`config.mk`:
```
export PLATFORM = sky130hd
export DESIGN_NAME = cpu_top
export DESIGN_NICKNAME = d
export VERILOG_FILES = /design/src/cpu_pkg.sv /design/src/cpu_top.sv /design/src/datapath.sv /design/src/program_memory.sv /design/src/instr_sequencer.sv
export SDC_FILE = /design/constraint.sdc
export NUM_CORES = 2
export LEC_CHECK = 0
export CORE_ASPECT_RATIO = 0.7
export CORE_MARGIN = 1
export CORE_UTILIZATION = 45
export CTS_CLUSTER_SIZE = 20
export DETAILED_ROUTE_END_ITERATION = 10
export DONT_BUFFER_PORTS = 1
export SYNTH_ARGS = -nofsm -noshare
export SYNTH_HDL_FRONTEND = slang
export SYNTH_SLANG_ARGS = --single-unit
```
`constraint.sdc`:
```
create_clock -name clk -period 13.57 [get_ports clk]
set_input_delay 0.6785 -clock clk [delete_from_list [all_inputs] [get_ports clk]]
set_output_delay 0.6785 -clock clk [all_outputs]
set_load 0.01 [all_outputs]
```
`src/cpu_pkg.sv`:
```
/*
 * CPU package
 * Shared data and address widths, the opcode encodings of the
 * accumulator instruction set and the ALU function select used
 * between the sequencer and the datapath
 */
package cpu_pkg;

    localparam int DATA_W = 8;              // One data word
    localparam int ADDR_W = 8;              // Single address byte

    typedef logic [DATA_W-1:0] data_t;
    typedef logic [ADDR_W-1:0] addr_t;

    // Instruction byte, any unlisted value halts the CPU
    typedef enum logic [7:0] {
        NOP    = 8'h00,
        HALT   = 8'h01,
        LDAI   = 8'h02,                     // A <= imm
        LDA    = 8'h03,                     // A <= mem[addr]
        STA    = 8'h04,                     // mem[addr] <= A
        LDBI   = 8'h05,                     // B <= imm
        STB    = 8'h06,                     // mem[addr] <= B
        ADD    = 8'h07,
        SUB    = 8'h08,
        AND    = 8'h09,
        XOR    = 8'h0A,
        JMP    = 8'h0B,                     // PC <= addr
        JZ     = 8'h0C,                     // PC <= addr if zero flag
        MOV_AB = 8'h0D,                     // B <= A
        MOV_BA = 8'h0E                      // A <= B
    } opcode_e;

    // ALU function, decoded from the opcode in the load stage
    typedef enum logic [1:0] {
        ALU_ADD = 2'd0,
        ALU_SUB = 2'd1,
        ALU_AND = 2'd2,
        ALU_XOR = 2'd3
    } alu_op_e;

endpackage
```
`src/cpu_top.sv`:
```
/*
 * Accumulator CPU top level
 * Connects the instruction sequencer, the program memory and the
 * datapath. Programs enter through the load port while run is low.
 */
`timescale 1ns/1ps

module cpu_top #(
    parameter int MEM_WORDS = 256
) (
    input  logic           clk,
    input  logic           ireg_reset,
    input  logic           run,
    input  logic           load_en,
    input  cpu_pkg::addr_t load_addr,
    input  cpu_pkg::data_t load_data,
    output logic           store_valid,
    output cpu_pkg::addr_t store_addr,
    output cpu_pkg::data_t store_data,
    output logic           halt
);
    import cpu_pkg::*;

    // Control strobes from the sequencer
    logic    a_load;
    logic    b_load;
    logic    a_out;
    logic    b_out;
    logic    alu_out;
    logic    mem_read_pc;
    logic    mem_read_mreg;
    logic    mem_write;
    logic    mreg_load;
    logic    pc_inc;
    logic    pc_write;
    alu_op_e alu_op;

    data_t   mem_rdata;
    data_t   bus_data;
    logic    zero_flag;

    instr_sequencer instr_sequencer_i (
        .clk           (clk),
        .ireg_reset    (ireg_reset),
        .run           (run),
        .mem_rdata     (mem_rdata),
        .zero_flag     (zero_flag),
        .a_load        (a_load),
        .b_load        (b_load),
        .a_out         (a_out),
        .b_out         (b_out),
        .alu_out       (alu_out),
        .mem_read_pc   (mem_read_pc),
        .mem_read_mreg (mem_read_mreg),
        .mem_write     (mem_write),
        .mreg_load     (mreg_load),
        .pc_inc        (pc_inc),
        .pc_write      (pc_write),
        .alu_op        (alu_op),
        .halt          (halt)
    );

    program_memory #(
        .MEM_WORDS (MEM_WORDS)
    ) program_memory_i (
        .clk           (clk),
        .ireg_reset    (ireg_reset),
        .run           (run),
        .load_en       (load_en),
        .load_addr     (load_addr),
        .load_data     (load_data),
        .mem_read_pc   (mem_read_pc),
        .mem_read_mreg (mem_read_mreg),
        .mem_write     (mem_write),
        .mreg_load     (mreg_load),
        .pc_inc        (pc_inc),
        .pc_write      (pc_write),
        .bus_data      (bus_data),
        .mem_rdata     (mem_rdata),
        .store_valid   (store_valid),
        .store_addr    (store_addr),
        .store_data    (store_data)
    );

    datapath datapath_i (
        .clk        (clk),
        .ireg_reset (ireg_reset),
        .mem_rdata  (mem_rdata),
        .a_load     (a_load),
        .b_load     (b_load),
        .a_out      (a_out),
        .b_out      (b_out),
        .alu_out    (alu_out),
        .alu_op     (alu_op),
        .bus_data   (bus_data),
        .zero_flag  (zero_flag)
    );

endmodule

```
`src/datapath.sv`:
```
/*
 * Datapath
 * A and B registers on a shared internal bus, the ALU and the zero
 * flag. The bus falls back to memory data when no register or the
 * ALU drives it.
 */
`timescale 1ns/1ps

module datapath (
    input  logic             clk,
    input  logic             ireg_reset,
    input  cpu_pkg::data_t   mem_rdata,
    input  logic             a_load,
    input  logic             b_load,
    input  logic             a_out,
    input  logic             b_out,
    input  logic             alu_out,
    input  cpu_pkg::alu_op_e alu_op,
    output cpu_pkg::data_t   bus_data,
    output logic             zero_flag
);
    import cpu_pkg::*;

    data_t a_reg;
    data_t b_reg;
    data_t alu_result;

    always_comb begin
        case (alu_op)
            ALU_ADD: alu_result = a_reg + b_reg;    // Wraps modulo 256
            ALU_SUB: alu_result = a_reg - b_reg;
            ALU_AND: alu_result = a_reg & b_reg;
            ALU_XOR: alu_result = a_reg ^ b_reg;
        endcase
    end

    // Internal bus source select
    always_comb begin
        if (a_out) begin
            bus_data = a_reg;
        end else if (b_out) begin
            bus_data = b_reg;
        end else if (alu_out) begin
            bus_data = alu_result;
        end else begin
            bus_data = mem_rdata;
        end
    end

    always_ff @(posedge clk) begin
        if (ireg_reset) begin
            a_reg     <= '0;
            b_reg     <= '0;
            zero_flag <= 1'b0;
        end else begin
            if (a_load) begin
                a_reg <= bus_data;
            end
            if (b_load) begin
                b_reg <= bus_data;
            end
            if (a_load && alu_out) begin
                zero_flag <= (alu_result == '0);    // Only ALU results count
            end
        end
    end

endmodule

```
`src/program_memory.sv`:
```
/*
 * Program memory
 * Byte array shared by code and data, with the program counter and
 * the address register. Accepts load port writes while stopped and
 * reports every CPU store as a one-cycle pulse.
 */
`timescale 1ns/1ps

module program_memory #(
    parameter int MEM_WORDS = 256
) (
    input  logic           clk,
    input  logic           ireg_reset,
    input  logic           run,
    input  logic           load_en,
    input  cpu_pkg::addr_t load_addr,
    input  cpu_pkg::data_t load_data,
    input  logic           mem_read_pc,
    input  logic           mem_read_mreg,
    input  logic           mem_write,
    input  logic           mreg_load,
    input  logic           pc_inc,
    input  logic           pc_write,
    input  cpu_pkg::data_t bus_data,
    output cpu_pkg::data_t mem_rdata,
    output logic           store_valid,
    output cpu_pkg::addr_t store_addr,
    output cpu_pkg::data_t store_data
);
    import cpu_pkg::*;

    localparam int IDX_W = $clog2(MEM_WORDS);

    data_t            mem [MEM_WORDS];
    addr_t            pc;
    addr_t            mreg;
    logic [IDX_W-1:0] pc_idx;
    logic [IDX_W-1:0] mreg_idx;
    logic [IDX_W-1:0] load_idx;

    // Addresses wrap modulo the depth
    assign pc_idx   = pc[IDX_W-1:0];
    assign mreg_idx = mreg[IDX_W-1:0];
    assign load_idx = load_addr[IDX_W-1:0];

    always_comb begin
        if (mem_read_pc) begin
            mem_rdata = mem[pc_idx];
        end else if (mem_read_mreg) begin
            mem_rdata = mem[mreg_idx];
        end else begin
            mem_rdata = '0;                     // No read this stage
        end
    end

    always_ff @(posedge clk) begin
        if (ireg_reset) begin
            pc          <= '0;
            mreg        <= '0;
            store_valid <= 1'b0;
        end else begin
            if (pc_write) begin
                pc <= mreg;                     // Jump target
            end else if (pc_inc) begin
                pc <= pc + addr_t'(1);
            end
            if (mreg_load) begin
                mreg <= mem_rdata;
            end
            store_valid <= mem_write;
        end
    end

    always_ff @(posedge clk) begin
        if (mem_write) begin
            mem[mreg_idx] <= bus_data;
            store_addr    <= mreg;
            store_data    <= bus_data;
        end else if (load_en && !run) begin
            mem[load_idx] <= load_data;         // Program load while stopped
        end
    end

endmodule

```
`src/instr_sequencer.sv`:
```
/*
 * Instruction sequencer
 * Holds the instruction register and a stage counter, and decodes
 * the control strobes of each stage from the opcode. The last stage
 * of every instruction fetches the next opcode and restarts the count.
 */
`timescale 1ns/1ps

module instr_sequencer (
    input  logic             clk,
    input  logic             ireg_reset,
    input  logic             run,
    input  cpu_pkg::data_t   mem_rdata,
    input  logic             zero_flag,
    output logic             a_load,
    output logic             b_load,
    output logic             a_out,
    output logic             b_out,
    output logic             alu_out,
    output logic             mem_read_pc,
    output logic             mem_read_mreg,
    output logic             mem_write,
    output logic             mreg_load,
    output logic             pc_inc,
    output logic             pc_write,
    output cpu_pkg::alu_op_e alu_op,
    output logic             halt
);
    import cpu_pkg::*;

    opcode_e    ireg;
    logic [1:0] stage;
    logic       stage_restart;              // Fetch stage of the current opcode

    always_ff @(posedge clk) begin
        if (ireg_reset) begin
            ireg  <= NOP;                   // First stage fetches address 0
            stage <= 2'd0;
        end else if (stage_restart) begin
            ireg  <= opcode_e'(mem_rdata);
            stage <= 2'd0;
        end else if (run && !halt) begin
            stage <= stage + 2'd1;
        end
    end

    always_comb begin
        a_load        = 1'b0;
        b_load        = 1'b0;
        a_out         = 1'b0;
        b_out         = 1'b0;
        alu_out       = 1'b0;
        mem_read_pc   = 1'b0;
        mem_read_mreg = 1'b0;
        mem_write     = 1'b0;
        mreg_load     = 1'b0;
        pc_inc        = 1'b0;
        pc_write      = 1'b0;
        stage_restart = 1'b0;
        alu_op        = ALU_ADD;
        halt          = 1'b0;

        case (ireg)
            NOP: stage_restart = 1'b1;
            HALT: halt = 1'b1;
            LDAI, LDBI: begin
                if (stage == 2'd0) begin
                    a_load      = (ireg == LDAI);   // Immediate byte onto the bus
                    b_load      = (ireg == LDBI);
                    mem_read_pc = 1'b1;
                    pc_inc      = 1'b1;
                end else begin
                    stage_restart = 1'b1;
                end
            end
            LDA, STA, STB: begin
                if (stage == 2'd0) begin
                    mreg_load   = 1'b1;             // Address byte
                    mem_read_pc = 1'b1;
                    pc_inc      = 1'b1;
                end else if (stage == 2'd1) begin
                    a_load        = (ireg == LDA);
                    mem_read_mreg = (ireg == LDA);
                    a_out         = (ireg == STA);
                    b_out         = (ireg == STB);
                    mem_write     = (ireg != LDA);
                end else begin
                    stage_restart = 1'b1;
                end
            end
            ADD, SUB, AND, XOR: begin
                case (ireg)
                    SUB:     alu_op = ALU_SUB;
                    AND:     alu_op = ALU_AND;
                    XOR:     alu_op = ALU_XOR;
                    default: alu_op = ALU_ADD;
                endcase
                if (stage == 2'd0) begin
                    a_load  = 1'b1;                 // Result back into A
                    alu_out = 1'b1;
                end else begin
                    stage_restart = 1'b1;
                end
            end
            JMP, JZ: begin
                if (stage == 2'd0) begin
                    mreg_load   = 1'b1;             // Target always read
                    mem_read_pc = 1'b1;
                    pc_inc      = 1'b1;
                end else if (stage == 2'd1) begin
                    pc_write = (ireg == JMP) || zero_flag;
                end else begin
                    stage_restart = 1'b1;
                end
            end
            MOV_AB, MOV_BA: begin
                if (stage == 2'd0) begin
                    a_out  = (ireg == MOV_AB);
                    b_load = (ireg == MOV_AB);
                    b_out  = (ireg == MOV_BA);
                    a_load = (ireg == MOV_BA);
                end else begin
                    stage_restart = 1'b1;
                end
            end
            default: halt = 1'b1;               // Unknown opcode
        endcase

        // Stalled CPU issues nothing
        if (!run) begin
            a_load        = 1'b0;
            b_load        = 1'b0;
            a_out         = 1'b0;
            b_out         = 1'b0;
            alu_out       = 1'b0;
            mem_read_mreg = 1'b0;
            mem_write     = 1'b0;
            mreg_load     = 1'b0;
            mem_read_pc   = 1'b0;
            pc_inc        = 1'b0;
            pc_write      = 1'b0;
            stage_restart = 1'b0;
        end

        if (stage_restart) begin
            mem_read_pc = 1'b1;                 // Opcode at PC into ireg
            pc_inc      = 1'b1;
        end
    end

endmodule

```
After elaboration in Yosys (flattened, before gate mapping). Memories as Yosys holds them, arrays and structs flattened. A register that Yosys moved wholly into a read port is not among the register bits. Cells that the tools add are included.

Add/subtract/negate cells: 4. Multiply operators: 0. Divide/modulo/power cells: 0. Order comparisons: 0. Equality and inequality tests: 18. Shifts and indexed selects: 0. Muxes and demuxes: 64. Bitwise logic cells: 2. Reductions and logical operators: 21.

Operators with widths (number): 2-to-1 mux 8 bit (13); equality test 8 x 4 -> 1 bit, second input constant (7); 2-to-1 mux 1 bit (43); equality test 8 x 3 -> 1 bit, second input constant (4); one-hot mux 8 bit (4 select lines) (1); equality test 8 x 2 -> 1 bit, second input constant (2); logical NOT 8 bit (2); OR reduction 8 bit (2); OR reduction 14 bit (1); adder 8 x 1 -> 8 bit, second input constant (1); adder 8 bit (1); AND 8 bit (1); != test 8 x 2 -> 1 bit, second input constant (1); OR reduction 2 bit (4); subtractor 8 bit (1); XOR 8 bit (1); OR reduction 7 bit (1); one-hot mux 1 bit (2 select lines) (3); one-hot mux 2 bit (3 select lines) (1); OR reduction 5 bit (1); equality test 2 x 1 -> 1 bit, second input constant (2); equality test 2 bit, second input constant (2); logical NOT 2 bit (2); one-hot mux 1 bit (4 select lines) (1); other kinds (9) (11).

Flip-flop bits (word level): 60. Latch bits: 0. RAM bits: 2048. Bits in read-only memories: 0. Input port bits: 20. Output and inout bits: 18. Word-level logic and storage cells: 120. Memories: 1.

Memories: program_memory_i.mem (depth 256, bits a word 8, rd ports 2, clocked after memory_dff 2, wr ports 1, line program_memory.sv:34) `data_t mem [MEM_WORDS];`.

Depth between registers and ports, before layout.
Word-level depth: 11. Gate-level depth with buffers: 16. Mapped depth without buffers: 15.

Hierarchy. From an unflattened synthesis, not the netlist that was laid out.

Cell total of the unflattened synthesis: 6045. Area, all modules: 101401.0 um^2.

Modules (own cells, without submodules): program_memory (times used 1, cells an instance 5690, area each 98645.9 um^2, sequential area each 62640.1 um^2); datapath (times used 1, cells an instance 235, area each 1821.7 um^2, sequential area each 340.3 um^2); instr_sequencer (times used 1, cells an instance 120, area each 933.4 um^2, sequential area each 200.2 um^2).

Worst setup path before layout. Ideal clock, no wire load.

Path kind: flip-flop to flip-flop. Start: register (tool-made name). End: memory program_memory_i.mem[0][1] in the netlist's numbering (data pin). Arrival time: 8.910 ns. Slack: 3.205 ns. Stages on the path, launching flop included: 15. Clock period less this slack: 10.365 ns. Cell sequence: dfxtp_1 -> buf_6 -> buf_4 -> buf_2 -> buf_4 -> buf_2 -> mux4_2 -> nand2_1 -> a21oi_1 -> a21oi_1 -> nand4_1 -> nand4_1 -> a221oi_1 -> nor3b_2 -> o21ai_1.

RTL lines (line): end: declaration (program_memory.sv:34).

==> results.toml <==
[run_status]
outcome = "complete, no violations"

[layout]
top_register = "program_memory_i.mem"
fin_nets = 5291
largest_register_ff_count = 2048
drive_gt1_share_pct = 31.3
final_cells = 8351
syn_to_final_growth_pct = 10.1

[clocking]
cts_num_sinks = 2124
cts_max_level = 4
insertion_delay_ns = 0.89
path_clk_slew_ns = 0.07
post_cts_buffers = 0
clockRootBuffer = "clkbuf_16"
cts_resized = 0
tritoncts = "built"
clockBufferDepth = 4
numCtsBuffers = 205

[sta]
slew_viol_final = 0
hold_viol_final = 0
fin_crit_ns = 7.77
max_freq_mhz = 129
period_share_pct = 57.2
fin_setup_tns_ns = 0
tightest_slew_ns = 1.47
rsz0062_at_grt = "no"
slew_headroom_pct = 2.30
finClkSkew_ns = 0.0480
finalSetupViolCount = 0

[synthesis]
synth_compound_area_share_pct = 3.33
synth_top_family_by_area = "multiplexers"
syn_inst = 5227
synthAdderAreaFrac_pct = 0.257
ys_warn_count = 0
netlist_area_mm2 = 0.100
synth_area_leaders = "edfxtp_1, mux4_2, mux2i_1, nor2_1, dfxtp_1"
synth-xor-area-share_pct = 0.140
ys_seq_area_share_pct = 63.1
synth_top_area_cell = "edfxtp_1"
synth_top_cell_area_share_pct = 61.9
synth-simple-area-share_pct = 3.68
synth_area_per_cell_um2 = 19.2
muxShareOfSynthArea_pct = 27.3
async_flop_share_pct = 0
synth_nets = 5267
synth_edf_count = 2064
synthFlopType = "edfxtp_1"
ys_types = 79
ys_ff_latch = 2124

[worst_setup_path]
slowest_delay_ns = 1.04
crit_type = "reg2reg"
start_kind = "flip-flop"
crit_buf_inv = 3
critPathTopFamily = "compound AO/OA/AOI/OAI gates"
critPathCaptureType = "flip-flop"
critPathRequiredTime_ns = 14.06
crit_fanout = 117
cp_slowest_cell = "o21ai_0"
path_cells = "buf_12 -> buf_4 -> mux4_2 -> mux4_2 -> nand2b_1 -> o21ai_0 -> o21ai_0 -> a41oi_1 -> a211oi_1 -> a211o_4 -> buf_4"
arrival_ns = 8.26

[placed_design]
portBuffers = 0
gp_congestion = 1.00
hpwl_mm = 238
dp_cells = 7961

[floorplan]
die_height_um = 397
rows = 144
coreArea_mm2 = 0.221
io_pins = 38
initial_core_util_pct = 45.4
die-area_mm2 = 0.224
die_w_um = 566

[global_routing]
grt_max_degree = 177
grt_pass1_wl_mm = 488
grt_util_all_layers_pct = 31.8
grt_overflow = 0
grt_pass1_vias = 57300
antenna_found_initial = 21

[pwr]
p_per_area_mw_per_mm2 = 188
ir_worst_vdd_uv = 212
p_leak_nw = 32.6
power_mw = 20.7

[routing]
drt-total-wl_mm = 358
post-route-drc-count = 0
viasPerCell = 7.27
wl_per_cell_um = 42.9
drt_iter0_drc = 10800
vias = 60700
final_antenna_net_count = 0
dr.pass1.iters = 7

[hold_path]
hp-class = "in2reg"

[job]
maxCapViolCount = 0
==> where the power goes <==
| group | leakage, nW | internal, mW | switching [mW] |
|---|---|---|---|
| Combinational | 10.2 | 1.97 | 4.26 |
| Clock | 3.14 | 3.18 | 2.58 |
| Sequential | 19.3 | 8.62 | 0.142 |
| Total | 32.6 | 13.8 | 6.98 |
==> placed cells by master, fill, tap and decap left out, types with 34 or more instances in the layout <==
master     instances
edfxtp_1        2064
mux4_2          1112
nor2_1           378
buf_4            209
clkbuf_16        208
mux2i_1          206
nand2_1          194
a22oi_1          112
nand3_1           77
a21oi_1           61
clkinv_1          56
o21ai_0           52
dfxtp_1           48
clkbuf_1          37
nand4_1           36
clkinv_2          35
a221oi_1          34
==> synthesized netlist by cell type, types with 49 or more instances <==
cell type and count:
edfxtp_1 2064, buf_4 49, clkbuf_1 162, o21ai_0 54
mux2i_1 207, nand3_1 79, nor2_1 388, nand2_1 203
a22oi_1 112, a21oi_1 61, buf_2 130, dfxtp_1 60
mux4_2 1112
==> final timing paths <==
path,startpoint,end,slack (ns),cells past startpoint
max,flip-flop,program_memory_i.mem[221][4]$_DFFE_PP_,5.80,11
min,ireg_reset,datapath_i.a_reg[2]$_SDFFE_PP0P_,0.03,2
max reg2reg,flip-flop,program_memory_i.mem[221][4]$_DFFE_PP_,5.80,11
min reg2reg,datapath_i.zero_flag$_SDFFE_PP0P_,datapath_i.zero_flag$_SDFFE_PP0P_,0.46,2
==> cell type report <==
| cell class | count | area (um^2) |
|---|---|---|
| Fill cell | 17700 | 110000 |
| Sequential cell | 2124 | 63200 |
| Multi-Input combinational cell | 2670 | 34900 |
| Clock buffer | 245 | 5340 |
| Tap cell | 2920 | 3650 |
| Timing Repair Buffer | 224 | 1840 |
| Clock inverter | 124 | 1100 |
| Inverter | 26 | 111 |
| Antenna cell | 18 | 45.0 |
==> metal layers <==
metal / vias to the layer above / GRT usage [%] / routed length [um]
met5: - / 0 / 99
met4: 16 / 10.3 / 14000
met3: 749 / 14.7 / 59300
met2: 5059 / 42.2 / 146000
met1: 32400 / 46.2 / 139000
li1: 22500 / - / -
==> kinds of logic (layout without fill, tap and decap cells) <==
family | Yosys count | after routing
adder cells (fa/ha/maj) | 20 | 20
buffers and inverters | 433 | 619
AO/OA/AOI/OAI | 463 | 463
AND/OR/NAND/NOR | 836 | 836
multiplexers | 1335 | 1335
flip-flops | 2124 | 2124
XOR/XNOR | 16 | 16
other | 0 | 18
==> per-stage QoR <==
step	setup slack, ns	util (%)	hold slack, ns	area (um^2)
global placement	6.31	47.0	0.447	104000
finish	5.80	50.0	0.0300	110000
global route	5.73	49.9	0.0125	110000
floorplan	3.21	-	0.432	100000
CTS	6.26	49.9	0.00352	110000
detailed placement	6.27	47.0	0.445	104000
==> timing repair <==
item	in CTS	in global routing
hold endpoints to repair	57	0
setup endpoints to repair	0	0
hold buffers	2	0
(Power assumes the default switching activity.)
